`config.mk`:
```
export PLATFORM = sky130hd
export DESIGN_NAME = iwm
export DESIGN_NICKNAME = d
export VERILOG_FILES = /design/src/rtl/iwmRegsPkg.sv /design/src/rtl/iwmTimingPkg.sv /design/src/rtl/iwmSwitches.sv /design/src/rtl/iwmDriveEnable.sv /design/src/rtl/iwmReadShifter.sv /design/src/rtl/iwmWriteShifter.sv /design/src/rtl/iwm.sv
export SDC_FILE = /design/constraint.sdc
export NUM_CORES = 1
export LEC_CHECK = 0
export ABC_AREA = 1
export BUFFER_PORTS_ARGS = -buffer_cell sky130_fd_sc_hd__buf_2
export CAP_MARGIN = 40
export CORE_ASPECT_RATIO = 1.25
export CORE_MARGIN = 2
export CORE_UTILIZATION = 55
export DETAILED_ROUTE_END_ITERATION = 8
export PLACE_DENSITY = 0.86
export SYNTH_ARGS = -nofsm -noshare
export SYNTH_HDL_FRONTEND = slang
export SYNTH_SLANG_ARGS = --single-unit
export TNS_END_PERCENT = 20
```
`constraint.sdc`:
```
create_clock -name fclk -period 2.3 [get_ports fclk]
set_clock_uncertainty 0.15 [all_clocks]
set_input_delay 0.345 -clock fclk [delete_from_list [all_inputs] [get_ports fclk]]
set_output_delay 0.345 -clock fclk [all_outputs]
set_load 0.02 [all_outputs]
```
`src/rtl/iwmRegsPkg.sv`:
```
`default_nettype none

package iwmRegsPkg;

	// ========================================
	// State pseudo-register, indexed by addr[3:1]
	// ========================================
	localparam logic [2:0] swPhase0      = 3'd0;
	localparam logic [2:0] swPhase1      = 3'd1;
	localparam logic [2:0] swPhase2      = 3'd2;
	localparam logic [2:0] swPhase3      = 3'd3;
	localparam logic [2:0] swMotorOn     = 3'd4;
	localparam logic [2:0] swDriveSelect = 3'd5;
	localparam logic [2:0] swQ6          = 3'd6;
	localparam logic [2:0] swQ7          = 3'd7;

	// Mode register bit positions
	localparam int modeLatchBit    = 0;
	localparam int modeTimerOffBit = 2;
	localparam int modeFastBit     = 3;
	localparam int mode8MHzBit     = 4;

	// Latch, async and timer-off set out of reset
	localparam logic [7:0] modeResetValue = 8'h07;

	// Status byte, low five bits echo mode[4:0]
	localparam int statusSenseBit  = 7;
	localparam int statusEnableBit = 5;

	// Write handshake byte, underrun bit reads 1 when there is no underrun
	localparam int hsEmptyBit    = 7;
	localparam int hsUnderrunBit = 6;

endpackage

`default_nettype wire

```
`src/rtl/iwmTimingPkg.sv`:
```
`default_nettype none

package iwmTimingPkg;

	// Width of every bit-cell counter
	localparam int cellCountWidth = 6;

	// ========================================
	// Bit-cell timing, index is {fast, 8MHz}
	// ========================================
	// Counters run at fclk in every mode
	// so the slow-mode values are doubled
	// 0 slow 7 MHz, 1 slow 8 MHz, 2 fast 7 MHz, 3 fast 8 MHz

	// Shortest gap that still counts as a 1
	localparam logic [cellCountWidth-1:0] oneThreshold [0:3] = '{
		6'd14, 6'd16, 6'd7, 6'd8
	};

	// One and a half cells without an edge gives a 0
	localparam logic [cellCountWidth-1:0] zeroThreshold [0:3] = '{
		6'd42, 6'd48, 6'd21, 6'd24
	};

	// Length of one written bit cell
	localparam logic [cellCountWidth-1:0] writeCell [0:3] = '{
		6'd28, 6'd32, 6'd14, 6'd16
	};

	// Motor-off delay, 2^23 + 100 fclk periods (about one second)
	localparam int motorOffDefault = (1 << 23) + 100;

endpackage

`default_nettype wire

```
`src/rtl/iwmSwitches.sv`:
```
`timescale 1ns/1ns
`default_nettype none

module iwmSwitches (
	input  wire        fclk,
	input  wire        nRES,
	input  wire  [3:0] addr,
	input  wire        nDevSel,
	input  wire  [7:0] dataIn,
	input  wire  [7:0] readBuf,
	input  wire        sense,
	input  wire        enableActive,
	input  wire        bufEmpty,
	input  wire        noUnderrun,
	output logic [7:0] dataOut,
	output logic [3:0] phase,
	output logic       motorOn,
	output logic       driveSelect,
	output logic       q6,
	output logic       q7,
	output logic [7:0] mode,
	output logic       dataWrite,
	output logic       dataRead
);

	logic       nDevSelQ;
	logic       strobeDone;
	logic       windowStart;
	logic       writeSel;
	logic       modeWrite;
	logic [7:0] statusByte;
	logic [7:0] handshakeByte;

	// ========================================
	// Select window and access strobes
	// ========================================
	// First fclk edge of a low nDevSel window
	assign windowStart = ~nDevSel & nDevSelQ;

	// Register write slot, q7 q6 and A0 high
	// Only the first qualifying edge of a window counts
	assign writeSel  = ~nDevSel & ~strobeDone & q7 & q6 & addr[0];
	assign dataWrite = writeSel & motorOn;
	// Motor off turns the same slot into a mode write
	assign modeWrite = writeSel & ~motorOn;
	assign dataRead  = ~nDevSel & ~strobeDone & ~q7 & ~q6;

	always_ff @(posedge fclk or negedge nRES) begin
		if (!nRES) begin
			nDevSelQ    <= 1'b1;
			strobeDone  <= 1'b0;
			phase       <= 4'b0000;
			motorOn     <= 1'b0;
			driveSelect <= 1'b0;
			q6          <= 1'b0;
			q7          <= 1'b0;
			mode        <= iwmRegsPkg::modeResetValue;
		end else begin
			nDevSelQ <= nDevSel;
			// Re-armed once the host lets go of nDevSel
			if (nDevSel) begin
				strobeDone <= 1'b0;
			end else if (dataWrite | modeWrite | dataRead) begin
				strobeDone <= 1'b1;
			end
			// A3-A1 pick the switch, A0 is its new level
			if (windowStart) begin
				case (addr[3:1])
					iwmRegsPkg::swPhase0:      phase[0]    <= addr[0];
					iwmRegsPkg::swPhase1:      phase[1]    <= addr[0];
					iwmRegsPkg::swPhase2:      phase[2]    <= addr[0];
					iwmRegsPkg::swPhase3:      phase[3]    <= addr[0];
					iwmRegsPkg::swMotorOn:     motorOn     <= addr[0];
					iwmRegsPkg::swDriveSelect: driveSelect <= addr[0];
					iwmRegsPkg::swQ6:          q6          <= addr[0];
					iwmRegsPkg::swQ7:          q7          <= addr[0];
				endcase
			end
			if (modeWrite) begin
				mode <= dataIn;
			end
		end
	end

	// ========================================
	// Host read multiplexer
	// ========================================
	always_comb begin
		statusByte = {3'b000, mode[4:0]};
		statusByte[iwmRegsPkg::statusSenseBit]  = sense;
		statusByte[iwmRegsPkg::statusEnableBit] = enableActive;
		handshakeByte = 8'h00;
		handshakeByte[iwmRegsPkg::hsEmptyBit]    = bufEmpty;
		handshakeByte[iwmRegsPkg::hsUnderrunBit] = noUnderrun;
		case ({q7, q6})
			2'b00:   dataOut = readBuf;
			2'b01:   dataOut = statusByte;
			2'b10:   dataOut = handshakeByte;
			default: dataOut = 8'hFF;
		endcase
	end

	// Data write leaves the mode register alone
	dataWriteKeepsMode: assert property (@(posedge fclk) disable iff (!nRES)
		dataWrite |=> $stable(mode))
		else $error("mode register changed on a data write");

endmodule

`default_nettype wire

```
`src/rtl/iwmDriveEnable.sv`:
```
`timescale 1ns/1ns
`default_nettype none

module iwmDriveEnable #(
	parameter int motorOffCycles = iwmTimingPkg::motorOffDefault
) (
	input  wire  fclk,
	input  wire  nRES,
	input  wire  motorOn,
	input  wire  driveSelect,
	input  wire  q7,
	input  wire  timerOff,
	input  wire  noUnderrun,
	output logic nEnbl1,
	output logic nEnbl2,
	output logic nWrReq,
	output logic enableActive
);

	localparam int countWidth = $clog2(motorOffCycles + 1);
	localparam logic [countWidth-1:0] lastCount = countWidth'(motorOffCycles - 1);

	logic                  motorOnQ;
	logic                  timerActive;
	logic                  timerDrive;
	logic [countWidth-1:0] offCount;
	logic                  startTimer;
	logic                  holdOn;
	logic                  holdDrive;

	// ========================================
	// Motor-off timer
	// ========================================
	// Falling motorOn starts the timer unless mode disables it
	assign startTimer = motorOnQ & ~motorOn & ~timerOff;
	// Keep the enable low through the start cycle as well
	assign holdOn     = motorOn | timerActive | startTimer;
	// Drive latched at the falling edge wins while the timer runs
	assign holdDrive  = (motorOn | startTimer) ? driveSelect : timerDrive;

	always_ff @(posedge fclk or negedge nRES) begin
		if (!nRES) begin
			motorOnQ    <= 1'b0;
			timerActive <= 1'b0;
			timerDrive  <= 1'b0;
			offCount    <= '0;
			nEnbl1      <= 1'b1;
			nEnbl2      <= 1'b1;
		end else begin
			motorOnQ <= motorOn;
			if (motorOn) begin
				// Motor back on cancels a pending turn-off
				timerActive <= 1'b0;
			end else if (startTimer) begin
				timerActive <= 1'b1;
				timerDrive  <= driveSelect;
				offCount    <= '0;
			end else if (timerActive) begin
				if (offCount == lastCount) begin
					timerActive <= 1'b0;
				end else begin
					offCount <= offCount + 1'b1;
				end
			end
			// Registered enables, one cycle behind motorOn
			nEnbl1 <= ~(holdOn & ~holdDrive);
			nEnbl2 <= ~(holdOn & holdDrive);
		end
	end

	assign enableActive = ~nEnbl1 | ~nEnbl2;

	// Write request needs q7, no underrun and a live drive
	assign nWrReq = ~(q7 & noUnderrun & enableActive);

	onlyOneDrive: assert property (@(posedge fclk) disable iff (!nRES)
		!(!nEnbl1 && !nEnbl2))
		else $error("both drive enables low");

endmodule

`default_nettype wire

```
`src/rtl/iwmReadShifter.sv`:
```
`timescale 1ns/1ns
`default_nettype none

module iwmReadShifter (
	input  wire                                    fclk,
	input  wire                                    nRES,
	input  wire                                    rdData,
	input  wire                                    q7,
	input  wire                                    latchMode,
	input  wire                                    dataRead,
	input  wire  [iwmTimingPkg::cellCountWidth-1:0] oneThreshold,
	input  wire  [iwmTimingPkg::cellCountWidth-1:0] zeroThreshold,
	output logic [7:0]                             readBuf
);

	logic [1:0]                              rdSync;
	logic                                    rdPrev;
	logic                                    rdFall;
	logic [iwmTimingPkg::cellCountWidth-1:0] cellTimer;
	logic [7:0]                              shifter;
	logic [7:0]                              nextShift;
	logic [2:0]                              bitCount;
	logic                                    synced;
	logic                                    framed;
	logic                                    shiftOne;
	logic                                    shiftZero;

	// Two-stage synchroniser, rdPrev for the edge
	always_ff @(posedge fclk or negedge nRES) begin
		if (!nRES) begin
			rdSync <= 2'b11;
			rdPrev <= 1'b1;
		end else begin
			rdSync <= {rdSync[0], rdData};
			rdPrev <= rdSync[1];
		end
	end

	// Falling edge on the drive data is a 1
	assign rdFall    = rdPrev & ~rdSync[1];
	// Edges that come too early are dropped
	assign shiftOne  = rdFall & (cellTimer >= oneThreshold);
	assign shiftZero = ~rdFall & (cellTimer >= zeroThreshold);
	assign nextShift = {shifter[6:0], shiftOne};
	// Latch mode after a $FF, bytes every 8 bits
	assign framed    = latchMode & synced;

	// ========================================
	// Cell timer, shifter and byte framing
	// ========================================
	always_ff @(posedge fclk or negedge nRES) begin
		if (!nRES) begin
			cellTimer <= '0;
			shifter   <= 8'h00;
			bitCount  <= 3'd0;
			synced    <= 1'b0;
			readBuf   <= 8'h00;
		end else if (q7) begin
			// Write mode, the next read re-syncs on a leading $FF
			synced <= 1'b0;
		end else begin
			// Host read of the data register
			if (dataRead) begin
				readBuf[7] <= 1'b0;
			end
			if (rdFall) begin
				cellTimer <= '0;
			end else if (shiftZero) begin
				// Next 0 comes one full cell later
				cellTimer <= oneThreshold;
			end else begin
				cellTimer <= cellTimer + 1'b1;
			end
			if (shiftOne | shiftZero) begin
				if (framed) begin
					if (bitCount == 3'd7) begin
						readBuf <= nextShift;
						shifter <= 8'h00;
					end else begin
						shifter <= nextShift;
					end
					// Wraps to 0 after the eighth bit
					bitCount <= bitCount + 1'b1;
				end else if (latchMode && nextShift == 8'hFF) begin
					// Sync byte found
					readBuf  <= 8'hFF;
					shifter  <= 8'h00;
					bitCount <= 3'd0;
					synced   <= 1'b1;
				end else if (nextShift[7]) begin
					// GCR framing on MSB
					readBuf <= nextShift;
					shifter <= 8'h00;
				end else begin
					shifter <= nextShift;
				end
			end
		end
	end

	readBufHeldInWrite: assert property (@(posedge fclk) disable iff (!nRES)
		q7 |=> $stable(readBuf))
		else $error("read buffer changed in write mode");

endmodule

`default_nettype wire

```
`src/rtl/iwmWriteShifter.sv`:
```
`timescale 1ns/1ns
`default_nettype none

module iwmWriteShifter (
	input  wire                                    fclk,
	input  wire                                    nRES,
	input  wire                                    q7,
	input  wire                                    dataWrite,
	input  wire  [7:0]                             dataIn,
	input  wire  [iwmTimingPkg::cellCountWidth-1:0] writeCell,
	output logic                                   wrData,
	output logic                                   bufEmpty,
	output logic                                   noUnderrun
);

	logic [7:0]                              writeBuf;
	logic [7:0]                              shifter;
	logic [iwmTimingPkg::cellCountWidth-1:0] cellTimer;
	logic [2:0]                              bitCount;
	logic                                    q7Q;
	logic                                    cellEnd;

	// Host byte waiting for the serializer
	always_ff @(posedge fclk) begin
		if (dataWrite) begin
			writeBuf <= dataIn;
		end
	end

	assign cellEnd = (cellTimer == writeCell - 1'b1);

	// ========================================
	// Serializer
	// ========================================
	always_ff @(posedge fclk or negedge nRES) begin
		if (!nRES) begin
			q7Q        <= 1'b0;
			shifter    <= 8'h00;
			cellTimer  <= '0;
			bitCount   <= 3'd0;
			wrData     <= 1'b0;
			bufEmpty   <= 1'b1;
			noUnderrun <= 1'b1;
		end else begin
			q7Q <= q7;
			if (!q7) begin
				noUnderrun <= 1'b1;
			end else if (!q7Q) begin
				// Entering write mode, $FF preamble
				// timer at 2 avoids a runt first cell
				shifter   <= 8'hFF;
				cellTimer <= 6'd2;
				bitCount  <= 3'd0;
			end else begin
				if (cellEnd) begin
					cellTimer <= '0;
					bitCount  <= bitCount + 1'b1;
					if (bitCount == 3'd7) begin
						// Byte boundary, hand-off or underrun
						if (!bufEmpty) begin
							shifter  <= writeBuf;
							bufEmpty <= 1'b1;
						end else begin
							noUnderrun <= 1'b0;
						end
					end else begin
						shifter <= {shifter[6:0], 1'b0};
					end
				end else begin
					cellTimer <= cellTimer + 1'b1;
				end
				// A 1 is a transition early in the cell
				if (cellTimer == 6'd1 && shifter[7]) begin
					wrData <= ~wrData;
				end
			end
			// Host write last so a same-cycle byte is kept
			if (dataWrite) begin
				bufEmpty <= 1'b0;
			end
		end
	end

endmodule

`default_nettype wire

```
`src/rtl/iwm.sv`:
```
`timescale 1ns/1ns
`default_nettype none

module iwm #(
	parameter int motorOffCycles = iwmTimingPkg::motorOffDefault
) (
	input  wire       fclk,
	input  wire       nRES,
	input  wire [3:0] addr,
	input  wire       nDevSel,
	input  wire [7:0] dataIn,
	input  wire       sense,
	input  wire       rdData,
	output wire [7:0] dataOut,
	output wire       wrData,
	output wire [3:0] phase,
	output wire       nWrReq,
	output wire       nEnbl1,
	output wire       nEnbl2
);

	wire                                    motorOn;
	wire                                    driveSelect;
	wire                                    q7;
	wire [7:0]                              mode;
	wire                                    dataWrite;
	wire                                    dataRead;
	wire [7:0]                              readBuf;
	wire                                    enableActive;
	wire                                    bufEmpty;
	wire                                    noUnderrun;
	wire [1:0]                              speedSel;
	wire [iwmTimingPkg::cellCountWidth-1:0] oneThr;
	wire [iwmTimingPkg::cellCountWidth-1:0] zeroThr;
	wire [iwmTimingPkg::cellCountWidth-1:0] writeCell;

	// ========================================
	// Timing set from the mode register
	// ========================================
	assign speedSel  = {mode[iwmRegsPkg::modeFastBit], mode[iwmRegsPkg::mode8MHzBit]};
	assign oneThr    = iwmTimingPkg::oneThreshold[speedSel];
	assign zeroThr   = iwmTimingPkg::zeroThreshold[speedSel];
	assign writeCell = iwmTimingPkg::writeCell[speedSel];

	// q6 only steers the read mux inside the switch block
	iwmSwitches switches (
		.fclk(fclk), .nRES(nRES), .addr(addr), .nDevSel(nDevSel),
		.dataIn(dataIn), .readBuf(readBuf), .sense(sense),
		.enableActive(enableActive), .bufEmpty(bufEmpty), .noUnderrun(noUnderrun),
		.dataOut(dataOut), .phase(phase), .motorOn(motorOn),
		.driveSelect(driveSelect), .q6(), .q7(q7), .mode(mode),
		.dataWrite(dataWrite), .dataRead(dataRead)
	);

	iwmDriveEnable #(.motorOffCycles(motorOffCycles)) driveEnable (
		.fclk(fclk), .nRES(nRES), .motorOn(motorOn), .driveSelect(driveSelect),
		.q7(q7), .timerOff(mode[iwmRegsPkg::modeTimerOffBit]), .noUnderrun(noUnderrun),
		.nEnbl1(nEnbl1), .nEnbl2(nEnbl2), .nWrReq(nWrReq), .enableActive(enableActive)
	);

	iwmReadShifter readShifter (
		.fclk(fclk), .nRES(nRES), .rdData(rdData), .q7(q7),
		.latchMode(mode[iwmRegsPkg::modeLatchBit]), .dataRead(dataRead),
		.oneThreshold(oneThr), .zeroThreshold(zeroThr), .readBuf(readBuf)
	);

	iwmWriteShifter writeShifter (
		.fclk(fclk), .nRES(nRES), .q7(q7), .dataWrite(dataWrite), .dataIn(dataIn),
		.writeCell(writeCell), .wrData(wrData), .bufEmpty(bufEmpty),
		.noUnderrun(noUnderrun)
	);

endmodule

`default_nettype wire

```
==> run metrics <==
status finished, final reports clean; RR Startpoint switches.mode[4]$_DFFE_PN0P_; clock sink total around 100; Fin. Hold Viols 0; max-slew violations 0; fillcell total ~790; Synth top area share 36.3%; largest net degree at the start of global routing 63; Reg area about 0.0026 mm^2; hold_sp dataIn[7]; RePlAce Congestion around 0.95; Design Area, Final between 0.006 and 0.007 mm^2; Mapped Nets about 750; Startpoint Class flip-flop; die area around 0.011 mm^2; global-route wire length before repair ~23000 um; Site Rows between 40 and 50; Max IR drop VDD between 0.4 and 0.5 mV; number of flops mapped to enable cells by yosys 8; setup violators final 0; core area about 0.010 mm^2; Req. time, crit path between 2 and 2.5 ns; Ports 33; layout cells sized above 1 roughly a fifth; leading cell types in the layout, fill and taps excluded nand2_1 (198), dfrtp_1 (82), inv_1 (66), nor2_1 (60), nand3_1 (59); drt initial violations between 300 and 400; RSZ-0062 raised after global routing true; most common library cell in the layout ignoring fill and taps nand2_1; Period Utilization, post-route between 90% and 100%; CP Capture Type flip-flop; mapped cell area roughly 0.0057 mm^2; Reg2Reg Setup Slack about 0.064 ns; Layout area overhead 16.5%; post-layout util 65.6%; TritonCTS clock tree yes; Die W between 90 and 100 um; Distinct cells, synth 42; leakage power about 3.1 nW; Post-route DRC 0; reg2reg path depth 13; top cells by area, synth dfrtp_1 (36%), nand2_1 (14%), nand3_1 (5.5%), dfstp_2 (5.1%), inv_1 (4.8%); total routed wirelength 13900 um; CTS Buffer Depth 2; fin crit period around 2.2 ns; Clock Tree Root clkbuf_16; area leader, netlist dfrtp_1; Primary FF master, synth dfrtp_1; Post-DRT Antenna Nets 0; Reg clk slew, reported paths approximately 0.07 ns; TNS Setup 0 ns; sequential fraction of the synthesis area 45.6%; post-DP HPWL between 9000 and 10000 um; average size of a mapped cell around 8.0 um^2; CP arrival 2.37 ns; R2R Path End readShifter.readBuf[3]$_DFFE_PN0P_; kind of critical path flip-flop to flip-flop; Die Y about 120 um; Pre-antenna DRT Iters 7; Cells after Synth 708; Slew @ Worst Pin between 0.6 and 0.7 ns; Power Dens Cells 1070 mW/mm^2; synthesized flop and latch total a little over 100; max_slew headroom between 50% and 60%; area taken by multi-input logic gates roughly 0.0029 mm^2; HP Class primary input to flip-flop; vias in the first global route 4963; Post-synth ARST share approximately 92%; WL per Instance between 15 and 20 um; peak fanout along the critical path 6; Placement Cell Area 0.00606 mm^2; max-cap violations 0; grt ovf 0; fmax around 450 MHz; Total GRT Usage approximately a quarter; Starting Density 56.3%; DR vias/cell ~5.6; Syn. warnings 0; antenna fix cells 0; Hold EP writeShifter.writeBuf[7]$_DFFE_PP_; hold depth 1; Final nets 801; initial antenna violation count 0; CTS Buf Count 9; later-pin clock latency in the skew report 0.35 ns; Tot Pwr roughly 7.1 mW; via count about 5000; Buffers on Ports 32; htree depth 3
critical path, stage by stage (launching register included):
cell and delay, ns:
dfrtp_1 0.39, inv_2 0.12, ha_4 0.23, ha_4 0.29, a21oi_2 0.06, o21a_1 0.18
nand3_2 0.09, inv_2 0.04, nand2_2 0.05, nand2_2 0.07, nor2_4 0.17, buf_6 0.15
nand3_2 0.08, nand2_1 0.10
power breakdown:
group          switching [mW]  internal, mW  total, mW  leakage [nW]
Combinational            1.86          1.19       3.05          1.72
Clock                   0.702         0.751       1.45         0.143
Sequential              0.357          2.20       2.56          1.27
kinds of logic after synthesis:
family,count (synthesis),synth area share [%]
adder cells (fa/ha/maj),20,4.42
XOR/XNOR,27,4.18
AO/OA/AOI/OAI,91,9.51
buffers and inverters,90,6.70
AND/OR/NAND/NOR,379,29.6
flip-flops,101,45.6
final cells by class:
type	count	area share, %
clock buffer	9	3.42
timing repair buffer	60	6.07
inverter	74	4.29
multi-input combinational	518	43.7
tap	129	2.45
sequential	101	39.1
clock inverter	7	0.892
registers in the layout, indices dropped and copies added, names as in the netlist, 2 cells and up:
register                count
readShifter.cellTimer       6
writeShifter.shifter        8
writeShifter.writeBuf       8
readShifter.readBuf         8
readShifter.bitCount        3
switches.mode               5
readShifter.rdSync          2
readShifter.shifter         7
writeShifter.bitCount       3
writeShifter.cellTimer      6
switches.phase              4
driveEnable.offCount       24
how the worst max path moves through the flow:
stage | from | endpoint | slack (ns) | cells after the start
2_1_floorplan | switches.mode[3]$_DFFE_PN0P_ | readShifter.shifter[3]$_DFFE_PN0P_ | 0.02 | 12
3_3_place_gp | switches.mode[4]$_DFFE_PN0P_ | readShifter.readBuf[2]$_DFFE_PN0P_ | 0.03 | 13
3_5_place_dp | switches.mode[4]$_DFFE_PN0P_ | readShifter.readBuf[3]$_DFFE_PN0P_ | -0.1 | 13
4_1_cts | switches.mode[3]$_DFFE_PN0P_ | readShifter.readBuf[3]$_DFFE_PN0P_ | 0.005 | 14
5_1_grt | switches.mode[4]$_DFFE_PN0P_ | readShifter.readBuf[3]$_DFFE_PN0P_ | -0.05 | 14
6_report | switches.mode[4]$_DFFE_PN0P_ | readShifter.readBuf[3]$_DFFE_PN0P_ | 0.06 | 13
cell usage after synthesis, types with 2 or more instances:
library cell / n
nand2_4: 4
nor4_1: 5
nand3_1: 62
o211ai_1: 12
edfxtp_1: 8
clkbuf_1: 9
nor3_2: 5
inv_1: 72
nand4_1: 13
o21ai_0: 37
o21ai_2: 8
buf_6: 4
nand2_1: 206
nand2_2: 4
buf_2: 2
a31oi_1: 4
nor2_1: 63
o21ai_1: 5
xor2_1: 20
a21oi_1: 17
ha_1: 20
xnor2_1: 7
o22ai_1: 4
dfrtp_1: 82
nor3_1: 8
dfstp_2: 11
repair_timing:
item	in CTS	in global routing
gates cloned	0	1
endpoints found under the setup margin	13	38
setup buffers	0	3
hold buffers	3	0
pin swaps	0	13
hold endpoints to repair	30	0
gates resized for setup	8	33
per-stage QoR:
step	instances	setup slack (ns)	hold WS [ns]
2_1_floorplan	708	0.0196	-0.101
3_3_place_gp	875	0.0337	0.151
3_5_place_dp	875	-0.0983	0.160
4_1_cts	894	0.00539	0.00445
5_1_grt	898	-0.0506	0.0100
6_report	898	0.0638	0.0154
routing by layer:
| layer | routed length (um) | GRT usage [%] |
|---|---|---|
| met1 | 5480 | 31.4 |
| met2 | 7230 | 44.1 |
| met3 | 709 | 5.07 |
| met4 | 502 | 11.7 |
| met5 | 0 | 0 |
No activity file was read; power rests on OpenSTA's default activity.
